===== src/rtl/lsu_ctrl_pkg.sv =====
// Load/store control definitions
// Segment selection, segment register writes and the order word that
// the microcode side hands to the load/store unit

`default_nettype none

package lsu_ctrl_pkg;

  // x86 segment register encoding
  typedef enum logic [1:0] {
    es = 2'd0,
    cs = 2'd1,
    ss = 2'd2,
    ds = 2'd3
  } seg_sel_t;

  // Write port of the segment register file
  typedef struct packed {
    logic        en;
    seg_sel_t    sel;
    logic [15:0] data;
  } seg_write_t;

  // Microcode orders, held as levels
  typedef struct packed {
    logic        write_mar;
    logic [15:0] mar_in;
    logic        write_mdr;
    logic [15:0] mdr_in;
    logic        mem_read;   // Held until busy falls
    logic        mem_write;  // Never together with mem_read
    logic        is_8bit;    // Byte access, else word
    seg_sel_t    seg_sel;
  } lsu_cmd_t;

endpackage : lsu_ctrl_pkg

`default_nettype wire


===== src/rtl/segment_file.sv =====
// Segment register file
// Holds es, cs, ss and ds. One synchronous write port, one combinational
// read port that feeds the physical address adder

`timescale 1ns/1ps
`default_nettype none

module segment_file (
  input  logic                     clk,
  input  logic                     reset,
  input  lsu_ctrl_pkg::seg_write_t seg_wr,
  input  lsu_ctrl_pkg::seg_sel_t   seg_sel,
  output logic [15:0]              segment
);

  // Indexed by the seg_sel_t encoding
  logic [15:0] seg_regs [4];

  // ====================================================================
  // Write port
  // ====================================================================
  always_ff @(posedge clk or posedge reset) begin
    if (reset) begin
      for (int i = 0; i < 4; i++) begin
        seg_regs[i] <= 16'h0000;
      end
    end else if (seg_wr.en) begin
      seg_regs[seg_wr.sel] <= seg_wr.data;  // Seen on the read port next cycle
    end
  end

  // ====================================================================
  // Read port
  // ====================================================================
  always_comb begin
    segment = seg_regs[seg_sel];
  end

endmodule : segment_file

`default_nettype wire


===== config.mk =====
export PLATFORM = sky130hd
export DESIGN_NAME = segment_file
export DESIGN_NICKNAME = d
export VERILOG_FILES = /design/src/rtl/lsu_ctrl_pkg.sv /design/src/rtl/segment_file.sv
export SDC_FILE = /design/constraint.sdc
export NUM_CORES = 1
export LEC_CHECK = 0
export ABC_AREA = 1
export BUFFER_PORTS_ARGS = -buffer_cell sky130_fd_sc_hd__buf_4
export CAP_MARGIN = 20
export CORE_ASPECT_RATIO = 1.2
export CORE_MARGIN = 4
export CORE_UTILIZATION = 55
export DETAILED_ROUTE_END_ITERATION = 10
export PLACE_DENSITY = 0.84
export SLEW_MARGIN = 0
export SYNTH_ARGS = -nofsm -noshare
export SYNTH_HDL_FRONTEND = slang
export SYNTH_SLANG_ARGS = --single-unit

===== constraint.sdc =====
create_clock -name clk -period 1.8 [get_ports clk]
set_input_delay 0 -clock clk [delete_from_list [all_inputs] [get_ports clk]]
set_output_delay 0 -clock clk [all_outputs]
set_load 0.01 [all_outputs]

# Word level (Yosys, flattened, before mapping)
# Index checks and enable logic that the tools add are counted.
# classes
n_lt_le_gt_ge	3
muxes	6
bitwise_logic	2
reduce_logical	1
# ops
op	n
64-bit bitwise mux	1
16-bit two-way mux	3
16-bit binary-select mux with 2-bit select	1
16-bit demux with 2-bit select	1
3-bit >= comparator, second input constant	2
2-bit NOT with 3-bit output	2
3-bit by 1-bit < comparator with 1-bit output, second input constant	1
1-bit logical AND	1
# totals
register_bits	64
inputBits	23
output_inout_bits	16
word_cells	16

# Depth between registers and ports, before layout
# logic_depth
ltp_word	6
ltp_mapped	6

# Worst setup path after synthesis
# Ideal clock, no wire load.
# synth_path
kind	input to register
start	input port seg_wr[16] in the netlist's numbering
end	register seg_regs[63] in the netlist's numbering
setup_ps	116
arrival_ps	580
required_ps	1684
setup_slack_ps	1104
path_stages	6
n_path_buf	2
cell_sequence	buf_6 nor2_8 nand2_4 buf_6 nand2_1 nand2_1
# synth_between
elab_chain_len	6
word_cells_on_any_way	7
# synth_lines
item	line	rtl
start, declared	segment_file.sv:11	input lsu_ctrl_pkg::seg_write_t seg_wr,
2-bit NOT with 3-bit output (not written as such) (*)	segment_file.sv:28	seg_regs[seg_wr.sel] <= seg_wr.data;
3-bit >= comparator (not written as such) or 3-bit by 1-bit < comparator with 1-bit output (tied branches)	segment_file.sv:28	
1-bit logical AND (not written as such)	segment_file.sv:28	
16-bit two-way mux (not written as such)	segment_file.sv:28	
16-bit demux with 2-bit select (*)	segment_file.sv:28	
64-bit bitwise mux (*)	segment_file.sv:28	
end signal, assigned by index	segment_file.sv:28	
end, declared	segment_file.sv:17	logic [15:0] seg_regs [4];
# Every way passes the cells marked *; elsewhere a longest branch is shown, timed or not.
# A chain may end at the register's enable or synchronous reset.

# Final worst setup path
# layout_path
start	input port seg_sel[0]
end	output port segment[14]
# layout_between
elab_chain_len	4
# layout_lines
item	line	rtl
start, declared	segment_file.sv:12	input lsu_ctrl_pkg::seg_sel_t seg_sel,
2-bit NOT with 3-bit output (not written as such)	segment_file.sv:36	segment = seg_regs[seg_sel];
16-bit binary-select mux with 2-bit select	segment_file.sv:36	
16-bit two-way mux (not written as such) (2 in series)	segment_file.sv:36	
end, declared	segment_file.sv:13	output logic [15:0] segment
# No other way between the ends. The select of a mux whose other input is x is not followed.

==> results.cfg <==
[sta]
final.setup_skew_ps = 0
final_critical_period_ps = 1330
max_freq_ghz = 0.752
final-hold-violation-count = 0
worst-slew-pin-transition_ps = 985
tns_ps = 0
grt_setup_unrepaired = no
worst_slew_margin_rel_pct = 34.3
setup_viol = 0
timing_max_transition_violations_final = 0
layout_worst_path_cycle_share_pct = 73.9
final.hold.worst_slack_ps = 84.9

[cells_and_area]
final_design_utilization_pct = 66.4
finalNetCount = 534
layout-drive-gt1-share_pct = 13.6
storage_element_area_mm2 = 0.00160
area_growth_pct = 16.8
final.fill_count = 508
footprint_of_the_multi_input_gates_mm2 = 0.00135
biggestRegsByFlops = seg_regs: 64 flops
max_flop_register = seg_regs
max_reg_flops = 64
antenna_cells = 0

[yosys]
ys_dominant_reg_cell = sky130_fd_sc_hd__dfrtp_1
yosysMostFrequentCell = sky130_fd_sc_hd__nand2_1
yosysTopAreaCellShare_pct = 46.2
synth-seq-cells = 64
synth_top_cell_by_area = sky130_fd_sc_hd__dfrtp_1
postSynthNetCount = 494
synth.yosys.warnings = 0
number_of_enable_flip_flop_cells_after_synthesis = 0
synthTopCellsByCount = 192 x sky130_fd_sc_hd__nand2_1, 83 x sky130_fd_sc_hd__inv_1, 64 x sky130_fd_sc_hd__dfrtp_1, 48 x sky130_fd_sc_hd__nand3_1, 32 x sky130_fd_sc_hd__nand4_1
synth_area_leaders = sky130_fd_sc_hd__dfrtp_1 46%, sky130_fd_sc_hd__nand2_1 21%, sky130_fd_sc_hd__inv_1 9.0%
syn_avg_cell_area_um2 = 7.35
count_of_cell_types_in_the_netlist = 14
ys_async_sr_fraction_pct = 100
syn_area_mm2 = 0.00346
synth_cells = 471
synth.yosys.seq_area_share_pct = 46.2

[route]
drc_marker_count_from_the_first_detailed_route_iteration = 394
detail_route.drc_violations = 0
drt_pre_antenna_iters = 5
final_antenna_net_count = 0
routed_wirelength_mm = 8.41
via_count = 3179
wl_per_cell_um = 14.1
detail_route.vias_per_cell = 5.32

[floorplanning]
core-area_mm2 = 0.00609
die_width_um = 80.4
dieArea_mm2 = 0.00764
initial_core_util_pct = 56.9
top_level_ports = 39
placementRows = 31
floorplan.die.height_um = 94.9

[flow_run]
number_of_max_cap_violations = 0

[setup_path]
required_ps = 1800
critPathCaptureType = output pin
timing.reg2reg.setup_slack_ps = 1100
crit_path_cell_trace = buf_4 > inv_1 > nand2_1 > nand3_1 > nand2_1 > buf_4
crit_path_max_fanout = 32
worst-setup-path-type = input pin to output pin
worst_path_arrival_ps = 1330
crit_path_start_kind = input pin
critical_path.max_stage_delay_ps = 700
reg2regPathDepth = 2
worst_path_max_delay_cell = sky130_fd_sc_hd__inv_1

[placed_design]
finalWeightedCongestion = 0.820
detailedPlacementHpwl_mm = 4.95
port_buffers = 38

[clocking]
cts_max_level = 3
cts_buffer_depth = 2
tritoncts_num_sinks = 64
cts-buffers-inserted = 9
clk_root_buffer_cell = sky130_fd_sc_hd__clkbuf_8
worst_skew_pair.late_latency_ps = 340
post_cts_resize_count = 0
tritoncts_clock_tree = built
clk_pin_slew_ps = 70

[pwr]
static-leakage-power_nw = 2.33
combPwrFrac_pct = 21.7
power.share.clock_pct = 30.6
power.net_switching_w = 0.00116
power.ir.vdd_worst_mv = 0.534
internal-power_w = 0.00261
power.density_cell_area_mw_per_mm2 = 931
seq_power_share_pct = 47.7
power.share.switching_pct = 30.8

[global_routing]
antenna_found_initial = 0
grt_overflow_total = 0
grt_start_max_net_pins = 65
grtUsageTotal_pct = 24.3
grt_first_pass_wirelength_mm = 14.3
grt_pass1_vias = 3006

[hold_path]
worst_hold_path.num_cells = 3
hold_class = input pin to register

[run_status]
status = finished, final reports clean
critical path: cells and delay by family:
family                 cells  cell delay, ps
buffers and inverters      3             950
AND/OR/NAND/NOR            3             360
layout make-up:
| class | count | share of cell area, % |
|---|---|---|
| Timing Repair Buffer | 58 | 12.1 |
| Inverter | 85 | 7.89 |
| Sequential cell | 64 | 39.6 |
| Clock buffer | 13 | 4.18 |
| Multi-Input combinational cell | 293 | 33.3 |
| Tap cell | 82 | 2.54 |
| Clock inverter | 3 | 0.371 |
layout by cell type, fill, tap and decap left out, drive strengths merged:
cell         synthesis  layout
clkinv               0       3
inv                 85      85
dfrtp               64      64
o21ai               16      16
clkbuf               0      13
nand3               51      51
nand2              193     193
nor2                 1       1
dlygate4sd3          0      17
nand4               32      32
buf                 29      41
repair_timing:
action                                 in CTS  in global routing
endpoints found under the hold margin     128                  0
buffers inserted                            0                  0
hold buffers                               17                  0
path summary, 6_finish.rpt:
path                                end          from
min                        seg_regs[39]    seg_wr[16]
max reg2reg                 seg_regs[8]   seg_regs[8]
max in group asynchronous  seg_regs[15]         reset
max                         segment[14]    seg_sel[0]
min in group asynchronous   seg_regs[2]         reset
min reg2reg                seg_regs[48]  seg_regs[48]
metrics by stage:
step           cells  power, W  worst slack [ps]  instance area, um2
4_1_cts          598   0.00378               491                4050
3_5_place_dp     565   0.00260               529                3690
3_3_place_gp     565   0.00256               583                3690
6_report         598   0.00377               470                4050
5_1_grt          598   0.00398               289                4050
2_1_floorplan    471   0.00234               202                3460
power by group through the flow:
stage               Sequential, W  Combinational (W)  Clock (W)
finish                    0.00180           0.000817    0.00115
global route              0.00182           0.000938    0.00122
CTS                       0.00179           0.000820    0.00117
detailed placement        0.00181           0.000786          0
global placement          0.00180           0.000758          0
floorplan                 0.00178           0.000559          0
metal layers:
layer	vias to the layer above	share of wire, %	GRT usage [%]
met5	-	0	0
met3	17	6.4	5.34
met2	135	50	39.4
li1	1531	-	-
met1	1496	41	31.7
met4	0	2.1	9.72
kinds of logic after synthesis:
| kind of cell | count (synthesis) | synth area share [%] |
|---|---|---|
| AO/OA/AOI/OAI | 16 | 2.96 |
| buffers and inverters | 114 | 14.8 |
| AND/OR/NAND/NOR | 277 | 35.9 |
| flip-flops | 64 | 46.2 |
No activity file was read; power rests on OpenSTA's default activity.
