$ cat src/rtl/lsu_ctrl_pkg.sv
// Load/store control definitions
// Segment selection, segment register writes and the order word that
// the microcode side hands to the load/store unit

`default_nettype none

package lsu_ctrl_pkg;

  // x86 segment register encoding
  typedef enum logic [1:0] {
    es = 2'd0,
    cs = 2'd1,
    ss = 2'd2,
    ds = 2'd3
  } seg_sel_t;

  // Write port of the segment register file
  typedef struct packed {
    logic        en;
    seg_sel_t    sel;
    logic [15:0] data;
  } seg_write_t;

  // Microcode orders, held as levels
  typedef struct packed {
    logic        write_mar;
    logic [15:0] mar_in;
    logic        write_mdr;
    logic [15:0] mdr_in;
    logic        mem_read;   // Held until busy falls
    logic        mem_write;  // Never together with mem_read
    logic        is_8bit;    // Byte access, else word
    seg_sel_t    seg_sel;
  } lsu_cmd_t;

endpackage : lsu_ctrl_pkg

`default_nettype wire

$ cat src/rtl/cpu_bus_pkg.sv
// CPU memory bus definitions
// Request and response bundles for the 16-bit data bus with byte selects
// that runs between the load/store unit and the memory

`default_nettype none

package cpu_bus_pkg;

  // Master to memory. Everything is held steady from access up to ack
  typedef struct packed {
    logic [19:1] addr;     // Word address, physical bits 19 to 1
    logic [15:0] wdata;
    logic        wr_en;
    logic [1:0]  bytesel;  // Bit 0 low byte (even), bit 1 high byte (odd)
    logic        access;
  } bus_req_t;

  // Memory to master
  typedef struct packed {
    logic [15:0] rdata;    // Valid in the ack cycle of a read
    logic        ack;      // One cycle pulse
  } bus_rsp_t;

endpackage : cpu_bus_pkg

`default_nettype wire
$ cat src/rtl/load_store_unit.sv
// Load/store unit
// Holds MAR and MDR, forms the physical address segment*16 + offset and
// runs the memory bus. Unaligned words are split into two byte
// transactions, one per neighbouring word. busy stalls the microcode
// until the order has completed

`timescale 1ns/1ps
`default_nettype none

module load_store_unit (
  input  logic                   clk,
  input  logic                   reset,
  input  lsu_ctrl_pkg::lsu_cmd_t cmd,
  input  logic [15:0]            segment,
  output cpu_bus_pkg::bus_req_t  bus_req,
  input  cpu_bus_pkg::bus_rsp_t  bus_rsp,
  output logic [15:0]            mar_out,
  output logic [15:0]            mdr_out,
  output logic                   busy
);

  typedef enum logic [2:0] {
    st_idle,
    st_first,        // Raise access for the first (or only) transaction
    st_wait_first,
    st_second,       // Split word, low lane of the next word
    st_wait_second,
    st_complete_op,
    st_clear
  } state_t;

  state_t      state;
  logic [15:0] mar;
  logic [15:0] mdr;
  logic        complete;

  logic        request;
  logic        unaligned;
  logic        split;
  logic [18:0] word_addr;

  // ====================================================================
  // Order decode and address calculation
  // ====================================================================
  assign request   = cmd.mem_read | cmd.mem_write;
  assign unaligned = mar[0];
  assign split     = unaligned & ~cmd.is_8bit;  // Unaligned word needs two trips

  // Segment*8 + offset/2 gives the word address, wraps at 1 MB
  assign word_addr = {segment, 3'b000} + {4'b0000, mar[15:1]};

  assign busy = request & ~complete;

  // ====================================================================
  // Memory address register
  // ====================================================================
  always_ff @(posedge clk or posedge reset) begin
    if (reset) begin
      mar <= 16'h0000;
    end else if (cmd.write_mar) begin
      mar <= cmd.mar_in;
    end
  end

  // ====================================================================
  // Bus sequencing FSM
  // ====================================================================
  always_ff @(posedge clk or posedge reset) begin
    if (reset) begin
      state    <= st_idle;
      complete <= 1'b0;
      bus_req  <= '0;
    end else begin
      case (state)
        st_idle: begin
          if (request) begin
            bus_req.addr <= word_addr;
            state        <= st_first;
          end
        end

        st_first: begin
          bus_req.access <= 1'b1;
          bus_req.wr_en  <= cmd.mem_write;
          if (unaligned) begin
            // Odd byte sits in the high lane of its word
            bus_req.bytesel <= 2'b10;
            bus_req.wdata   <= {mdr[7:0], 8'h00};
          end else begin
            bus_req.bytesel <= cmd.is_8bit ? 2'b01 : 2'b11;
            bus_req.wdata   <= mdr;
          end
          state <= st_wait_first;
        end

        st_wait_first: begin
          if (bus_rsp.ack) begin
            bus_req.access <= 1'b0;
            bus_req.wr_en  <= 1'b0;
            if (split) begin
              bus_req.addr <= bus_req.addr + 19'd1;  // Next word holds the high byte
              state        <= st_second;
            end else begin
              complete      <= 1'b1;
              bus_req.addr  <= '0;                   // Keep the bus quiet
              bus_req.wdata <= 16'h0000;
              state         <= st_complete_op;
            end
          end
        end

        st_second: begin
          bus_req.access  <= 1'b1;
          bus_req.wr_en   <= cmd.mem_write;
          bus_req.bytesel <= 2'b01;
          bus_req.wdata   <= {8'h00, mdr[15:8]};
          state           <= st_wait_second;
        end

        st_wait_second: begin
          if (bus_rsp.ack) begin
            bus_req.access <= 1'b0;
            bus_req.wr_en  <= 1'b0;
            complete       <= 1'b1;
            bus_req.addr   <= '0;
            bus_req.wdata  <= 16'h0000;
            state          <= st_complete_op;
          end
        end

        // busy is already low here, microcode drops its order
        st_complete_op: begin
          bus_req.bytesel <= 2'b00;
          state           <= st_clear;
        end

        st_clear: begin
          complete <= 1'b0;
          state    <= st_idle;
        end

        default: begin
          state <= st_idle;
        end
      endcase
    end
  end

  // ====================================================================
  // Memory data register
  // ====================================================================
  // Bus data is taken in the ack cycle of a read, else loaded by microcode
  always_ff @(posedge clk) begin
    if (bus_rsp.ack && cmd.mem_read && state == st_wait_first) begin
      if (split) begin
        mdr[7:0] <= bus_rsp.rdata[15:8];            // First half of a split word
      end else if (unaligned) begin
        mdr <= {8'h00, bus_rsp.rdata[15:8]};
      end else if (cmd.is_8bit) begin
        mdr <= {8'h00, bus_rsp.rdata[7:0]};         // Zero extended
      end else begin
        mdr <= bus_rsp.rdata;
      end
    end else if (bus_rsp.ack && cmd.mem_read && state == st_wait_second) begin
      mdr[15:8] <= bus_rsp.rdata[7:0];
    end else if (cmd.write_mdr) begin
      mdr <= cmd.mdr_in;
    end
  end

  assign mar_out = mar;
  assign mdr_out = mdr;

endmodule : load_store_unit

`default_nettype wire

$ cat config.mk
export PLATFORM = sky130hd
export DESIGN_NAME = load_store_unit
export DESIGN_NICKNAME = d
export VERILOG_FILES = /design/src/rtl/lsu_ctrl_pkg.sv /design/src/rtl/cpu_bus_pkg.sv /design/src/rtl/load_store_unit.sv
export SDC_FILE = /design/constraint.sdc
export NUM_CORES = 1
export LEC_CHECK = 0
export ABC_AREA = 1
export BUFFER_PORTS_ARGS = -buffer_cell sky130_fd_sc_hd__buf_2
export CAP_MARGIN = 10
export CORE_UTILIZATION = 57
export DETAILED_ROUTE_END_ITERATION = 12
export PLACE_DENSITY = 0.95
export REMOVE_ABC_BUFFERS = 1
export SYNTH_ARGS = -nofsm -noshare
export SYNTH_HDL_FRONTEND = slang
export SYNTH_SLANG_ARGS = --single-unit
$ cat constraint.sdc
create_clock -name clk -period 2.9 [get_ports clk]
set_input_delay 0.58 -clock clk [delete_from_list [all_inputs] [get_ports clk]]
set_output_delay 0.58 -clock clk [all_outputs]
set_load 0.01 [all_outputs]
# After elaboration in Yosys (flattened, before gate mapping)
# Index checks and enable logic that the tools add are counted.
# op_classes
n_addsub	2
n_eq_ne	13
muxes	30
bitwise	5
n_reduce_logical	21
# op_table
op	n
16-bit two-way mux	6
36-bit two-way mux	2
17-bit case mux with 4 select lines	1
19-bit case mux with 3 select lines	1
19-bit two-way mux	2
8-bit two-way mux	4
19-bit by 1-bit adder with 19-bit output, second input constant	1
19-bit by 15-bit adder with 19-bit output	1
3-bit case mux with 6 select lines	1
3-bit two-way mux	4
2-bit inequality test, second input constant	6
4-bit AND reduction	3
3-bit nonzero test	4
3-bit == test, second input constant	3
3-bit by 2-bit == test with 1-bit output, second input constant	2
2-bit case mux with 3 select lines	1
2-bit AND reduction	3
3-bit AND reduction	2
1-bit two-way mux	4
2-bit two-way mux	2
2-bit nonzero test	2
4-bit nonzero test	1
2-bit OR reduction	2
3-bit by 1-bit == test with 1-bit output, second input constant	1
8 further kinds	12
# totals
register_bits	75
input_bits	74

# Logic depth before layout (Yosys ltp)
# Gate-level depths: netlist (run 1).
# logic_depth
depth_word	5
mapped_depth	12

# Worst setup path after synthesis (run 1)
# OpenSTA, ideal clock, no wires.
# synth_timing
path_kind	input -> register
from	in segment[0]
to	reg bus_req[27] in the netlist's numbering
setup_ns	0.125
t_arrival_ns	1.825
t_required_ns	2.775
path_slack_ns	0.949
path_stages	9
path_buffers	0
path_cell_list	ha_1 fa_1 nand2_1 nand2_1 and2_1 o21ai_0 a21oi_1 o21ai_0 o21ai_1
# synth_between
elab_chain_len	3
# synth_rtl
item	line_no	text
from (decl)	load_store_unit.sv:14	input logic [15:0] segment,
19-bit by 15-bit adder with 19-bit output	load_store_unit.sv:50	assign word_addr = {segment, 3'b000} + {4'b0000, mar[15:1]};
19-bit two-way mux	load_store_unit.sv:76	if (request) begin
19-bit case mux with 3 select lines	load_store_unit.sv:74	case (state)
to (decl)	load_store_unit.sv:15	output cpu_bus_pkg::bus_req_t bus_req,
# Every way passes these cells. The select of a mux whose other input is x is not followed.
# A chain may end at the register's enable or synchronous reset.

# Worst setup path after layout (run 1)
# layout_timing
from	reg state[0]
to	reg mdr[7] (netlist: mdr_out[7]) (enable)
# layout_between
elab_chain_len	4
elab_cells_between_ends	7
cone_classes	3 x eq/ne; 4 x reduce/logical
# layout_rtl
item	line_no	text
from (decl)	load_store_unit.sv:32	state_t state;
from (signal assigned)	load_store_unit.sv:70	state <= st_idle;
from (signal assigned)	load_store_unit.sv:78	state <= st_first;
from (signal assigned)	load_store_unit.sv:93	state <= st_wait_first;
3-bit by 2-bit == test with 1-bit output or 3-bit == test (tied branches)	load_store_unit.sv:154, load_store_unit.sv:164	
1-bit logical AND, on equally long branches	load_store_unit.sv:154, load_store_unit.sv:164	
2-bit inequality test (no source line) or 2-bit nonzero test (tied branches)	-	
2-bit AND reduction (no source line) *	-	
to (signal assigned)	load_store_unit.sv:156	mdr[7:0] <= bus_rsp.rdata[15:8];
to (signal assigned)	load_store_unit.sv:158	mdr <= {8'h00, bus_rsp.rdata[15:8]};
to (signal assigned)	load_store_unit.sv:160	mdr <= {8'h00, bus_rsp.rdata[7:0]};
to (decl)	load_store_unit.sv:34	logic [15:0] mdr;
# Every way passes the cells marked *; elsewhere a longest branch is shown, timed or not.

==> qor.csv, run 1 <==
metric;value;unit
multiInputGateArea;2516;um2
die_h;94.40;um
synth_simple_gate_area_share;29.21;%
n_fill_cell;656;
floorplan.initialDensity;58.92;%
detail_route.wirelength;13.78;mm
postCtsHoldBufs;0;
seqCellArea;1957;um2
die_width;94.40;um
post_route_cells_drive_above_1_share;27.30;%
drtAntennaViolNets;0;
syn_inst;637;
synthesis.area_per_instance;7.639;um2
vias;4982;
synth_to_layout_area_growth;19.85;%
synth.cell_area;4866;um2
reg2reg_from;state[0];
fmax;0.4446;GHz
cts_setup_buffers;0;
nNetsFinal;867;
synthAdderAreaFrac;3.754;%
cts.repair.resized;0;
gr-total-overflow;0;
startpoint_to_endpoint_class_of_the_critical_path;register to register;
diode_count;0;
detailedRoute.firstIterationViolations;349;
final_hpwl_dp;10.26;mm
timing.reg2reg.worst_path_depth;6;
dpl_worst_slack;638.9;ps
grt_use_total;31.98;%
clock_tree_from_tritoncts;done;
slew_viol_final;0;
hold_path_class;input pin to asynchronous set/reset pin;
timing.clock.skew;9.958;ps
tightest_slew;756.2;ps
post_layout_nonfiller_instances;889;
outcome;complete, no violations;
clk_latency;380;ps
cts_made_buffers;9;
synth_xor_area_share;0.7200;%
boundaryPins;146;
rsz0062_at_grt;false;
synth-seq-cells;75;
maxCapViolations;0;
largest_family_of_logic_cells_by_synthesized_area;simple AND/OR/NAND/NOR gates;
finalCritPeriodShare;77.55;%
startpoint_type;register;
slowest_stage;sky130_fd_sc_hd__nor2_1;
grt_start_max_net_pins;31;
clkTransAtPathRegs;90;ps
timing.critical_path.to_type;register;
rows;33;
slew_headroom;49.53;%
clock_sink_count;75;
timing.critical_path.fanout_max;10;
grt_pass1_vias;4595;
placeable_core_area;8258;um2
dieArea;8910;um2
grt_pass1_wl;21.95;mm
route.detailed.drc;0;
clock-root-buffer;sky130_fd_sc_hd__clkbuf_8;
reg2reg_to;mdr_out[7];
report.final.setup_viol;0;
setup_total_negative_slack;0;ps
min_period;2249;ps
wire_per_inst;15.50;um
worstPathCellList;nor2_1 > nand2_2 > inv_1 > nand2_1 > inv_1 > nor2_1;
seq_area_frac_synth;40.22;%
power_density_cells;902.7;nW/um2
synth_cell_types;45;
worst_ep_arrival_time;2260;ps
worst_slack;651.0;ps
placed_cell_count;873;
placement.io_buffers;143;
synth_edf_count;16;
syn_warnings;0;
grt_antenna_before_repair;0;
detailedRoute.firstPassIterationCount;5;
cts_max_level;3;
synth.mux.area_fraction;4.063;%
hold_viol_final;0;
vias_per_cell;5.604;
worst_path_required_time;2910;ps
synth_compound_area_share;13.96;%
rrSetupSlack;650;ps
vdd_ir_drop_max;0.5363;mV
design_power_total;5.264;mW
gp_congestion;0.9473;
synth-main-ff-cell;sky130_fd_sc_hd__dfrtp_1;
p_leak;2.999;nW
clockBufferDepth;2;
critical-path-max-stage-delay;550;ps
async_flop_share;78.67;%
==> metrics by stage <==
| stage | instance area (um2) | hold slack, ps | util, % |
|---|---|---|---|
| after detailed placement | 5647 | 468.2 | 68.38 |
| after global routing | 5832 | 345.5 | 70.62 |
| after global placement | 5647 | 458.4 | 68.38 |
| final | 5832 | 287.4 | 70.62 |
| after floorplan | 4757 | 466.5 | - |
| after CTS | 5832 | 314.8 | 70.62 |
==> cell usage after synthesis, drive strengths merged (3+ instances only) <==
cell type  number  share of area (%)
nor3            3               0.31
nand3b          4               0.62
clkbuf          6               0.46
ha             13                3.3
nor2           75                6.6
edfxtp         16                9.9
nand2         180                 15
xor2            3               0.54
o22ai          12                1.5
nand4           3               0.39
mux2           14                3.2
a21oi          31                3.2
nand3          43                4.4
inv            74                5.8
mux2i           4               0.82
o21ai          34                4.1
and2            5               0.64
dfrtp          59                 30
buf            10                1.8
o21a            9                1.4
a31oi          10                1.3
o211ai          8                1.2
or2            11                1.4
==> metal layers <==
layer  global-route usage, %  share of wire [%]  wire (um)
met5                       0                  0          0
met4                   13.72                3.1        422
met3                   5.717                8.4       1159
met2                   52.48                 48       6613
met1                   41.43                 41       5587
==> worst max-delay path: cells and delay by family (launching register included) <==
kind / cells / cell delay [ps]
flip-flops: 1 / 490
AND/OR/NAND/NOR: 4 / 1150
buffers and inverters: 2 / 230
==> state kept, by name (all words and copies together), names as in the netlist <==
| name | count |
|---|---|
| complete | 1 |
| mar_out | 16 |
| state | 3 |
| bus_req | 39 |
| mdr_out | 16 |
==> how the worst max path moves through the flow <==
stage	startpoint	to
3_3_place_gp	bus_rsp[0]	mdr_out[3]
5_1_grt	state[0]	mdr_out[6]
6_report	state[0]	mdr_out[7]
2_1_floorplan	state[1]	mdr_out[0]
3_5_place_dp	bus_rsp[0]	mdr_out[4]
4_1_cts	state[0]	mdr_out[7]
==> cell usage in the layout (no fill, tap or decap), drive strengths merged, types with 13 or more instances in the layout <==
| master | count |
|---|---|
| a21oi | 31 |
| buf | 147 |
| dfrtp | 59 |
| edfxtp | 16 |
| ha | 13 |
| inv | 76 |
| mux2 | 14 |
| nand2 | 180 |
| nand3 | 43 |
| nor2 | 75 |
| o21ai | 34 |
==> report_power, final <==
| part | switching [mW] | total (mW) | internal (mW) | leakage (nW) |
|---|---|---|---|---|
| sequential | 0.370 | 1.83 | 1.46 | 0.865 |
| combinational | 1.67 | 2.65 | 0.983 | 2.04 |
| clock | 0.437 | 0.778 | 0.341 | 0.0933 |
| total | 2.48 | 5.26 | 2.79 | 3.00 |
==> cell type report <==
type | count | area share (%)
clock inverter | 6 | 0.8153
clock buffer | 10 | 2.360
inverter | 75 | 4.870
timing repair buffer | 147 | 13.00
sequential | 75 | 33.56
tap | 105 | 2.253
multi-input combinational | 471 | 43.15
==> kinds of logic after synthesis <==
logic type,Yosys count
mux,18
xor+xnor,4
flops,75
buf+inv,91
compound gates,111
simple gates,324
fa+ha+maj,14
Power figures use the tool's default switching activity.
==> run 2, diff against run 1 <==
Settings changed: CORE_UTILIZATION 57 to 47, PLACE_DENSITY 0.95 to 0.88.
Clock period 2.9 ns to 1.85 ns, I/O delays scaled along.
==> qor.csv, run 2 (synthesized netlist as in run 1, its figures left out) <==
metric;value;unit
outcome;complete, no violations;
placement.io_buffers;143;
nNetsFinal;893;
final_hpwl_dp;10.27;mm
largest_reg_flops;39;
boundaryPins;146;
critical_path.top_delay_family;adder cells;
dieArea;10760;um2
report.final.setup_viol;0;
hold_path_class;input pin to asynchronous set/reset pin;
critPathBufInv;0;
placed_area;5867;um2
startpoint_to_endpoint_class_of_the_critical_path;register to register;
worst_path_required_time;2100;ps
timing.critical_path.fanout_max;4;
postCtsHoldBufs;0;
synth_to_layout_area_growth;27.28;%
maxCapViolations;0;
clock_tree_from_tritoncts;done;
clock_sink_count;75;
fmax;0.5412;GHz
cts_made_buffers;9;
grt_start_max_net_pins;34;
die_h;103.8;um
worst_slack;2.198;ps
slowest_stage;sky130_fd_sc_hd__dfrtp_1;
largest_register;bus_req;
setup_total_negative_slack;0;ps
worstPathCellList;ha_4 > fa_2 > nand2_2 > nand2_2 > and2_4 > o21ai_2 > a21oi_1 > o21ai_1 > o21ai_1;
grt_pass1_vias;4744;
wire_per_inst;14.16;um
hold_viol_final;0;
clk_latency;360;ps
vias;4948;
highest_count_cells_in_the_layout_ignoring_fill_and_taps;sky130_fd_sc_hd__nand2_1 (166), sky130_fd_sc_hd__buf_2 (143), sky130_fd_sc_hd__inv_1 (68);
final_common_cell;sky130_fd_sc_hd__nand2_1;
detailedRoute.firstIterationViolations;291;
tightest_slew;483.8;ps
clkPwrFrac;13.9;%
worst_ep_arrival_time;2100;ps
final_design_area_no_fill;6193;um2
p_leak;3.142;nW
min_period;1848;ps
rows;36;
clockBufferDepth;2;
gp_congestion;0.9076;
diode_count;0;
clkTransAtPathRegs;90;ps
die_width;103.8;um
grt_pass1_wl;22.29;mm
seq_power_share;32.2;%
grt_use_total;25.56;%
cts_max_level;3;
placeable_core_area;9910;um2
power_density_cells;1415;nW/um2
gr-total-overflow;0;
dpl_worst_slack;-136.3;ps
drtAntennaViolNets;0;
power.net_switching;3.975;mW
swShare;45.37;%
floorplan.initialDensity;49.10;%
grt_antenna_before_repair;0;
timing.critical_path.to_type;register;
slew_headroom;67.74;%
internal-power;4.786;mW
route.detailed.drc;0;
timing.clock.skew;11.34;ps
comb_power_share;54.0;%
startpoint_type;register;
critical-path-max-stage-delay;420;ps
post_route_cells_drive_above_1_share;32.96;%
vdd_ir_drop_max;0.6704;mV
finalCritPeriodShare;99.88;%
vias_per_cell;5.247;
slew_viol_final;0;
detail_route.wirelength;13.36;mm
detailedRoute.firstPassIterationCount;4;
clock-root-buffer;sky130_fd_sc_hd__clkbuf_8;
rsz0062_at_grt;true;
run 2: cell count changes in the layout (fill, tap and decap cells not counted), sizes merged:
cell	delta
buf	+26
inv	+2
clkbuf	-1
clkinv	-2
clkinvlp	+1
run 2: per-stage QoR:
stage | std cells | hold WS (ps) | power [mW] | util (%)
final | 943 | 63.65 | 8.761 | 62.50
after global routing | 943 | 80.43 | 9.467 | 62.50
after CTS | 940 | 70.56 | 8.540 | 61.10
after detailed placement | 924 | 454.7 | 7.308 | 59.20
after global placement | 924 | 453.5 | 7.163 | 59.20
after floorplan | 621 | 466.5 | 5.556 | -
run 2: worst min-delay path: stages:
cell                    delay, ps
sky130_fd_sc_hd__buf_2        100
sky130_fd_sc_hd__inv_2         40
sky130_fd_sc_hd__buf_4        310
run 2: power by group through the flow:
| stage | Combinational (mW) | Sequential [mW] | Clock [mW] |
|---|---|---|---|
| final | 4.73 | 2.82 | 1.21 |
| after floorplan | 2.55 | 3.01 | 0 |
| after global placement | 4.34 | 2.82 | 0 |
| after CTS | 4.51 | 2.81 | 1.23 |
| after global routing | 5.26 | 2.91 | 1.31 |
| after detailed placement | 4.47 | 2.84 | 0 |
run 2: path summary, 6_finish.rpt:
check                                start     endpoint  slack [ps]  cells past startpoint
min in group clk                   cmd[22]   mar_out[0]         210                      3
max in group asynchronous            reset  bus_req[24]        1430                      3
worst max register to register  mar_out[4]  bus_req[27]           2                      9
worst max-delay path            mar_out[4]  bus_req[27]           2                      9
worst min-delay path                 reset   bus_req[7]          60                      3
worst min register to register  bus_req[0]   bus_req[0]         470                      2
run 2: area by class of cell:
class	instances	area, um2
Fill cell	882	3716
Multi-Input combinational cell	471	2635
Sequential cell	75	1957
Timing Repair Buffer	173	965.9
Inverter	75	287.8
Tap cell	133	166.4
Clock buffer	9	123.9
Clock inverter	7	57.56
run 2: repair_timing:
action	CTS	global route
endpoints found under the setup margin	8	38
resized for setup	3	33
pin swaps	1	6
hold endpoints to repair	0	0
buffers inserted	0	3
run 2: metal layers:
layer  track usage [%]  share of wire, %  vias to the layer above
li1                  -                 -                     2440
met4             7.143               1.9                        0
met5                 0                 0                        -
met3             6.419               8.5                       25
met1             31.81                41                     2268
met2             43.96                49                      215
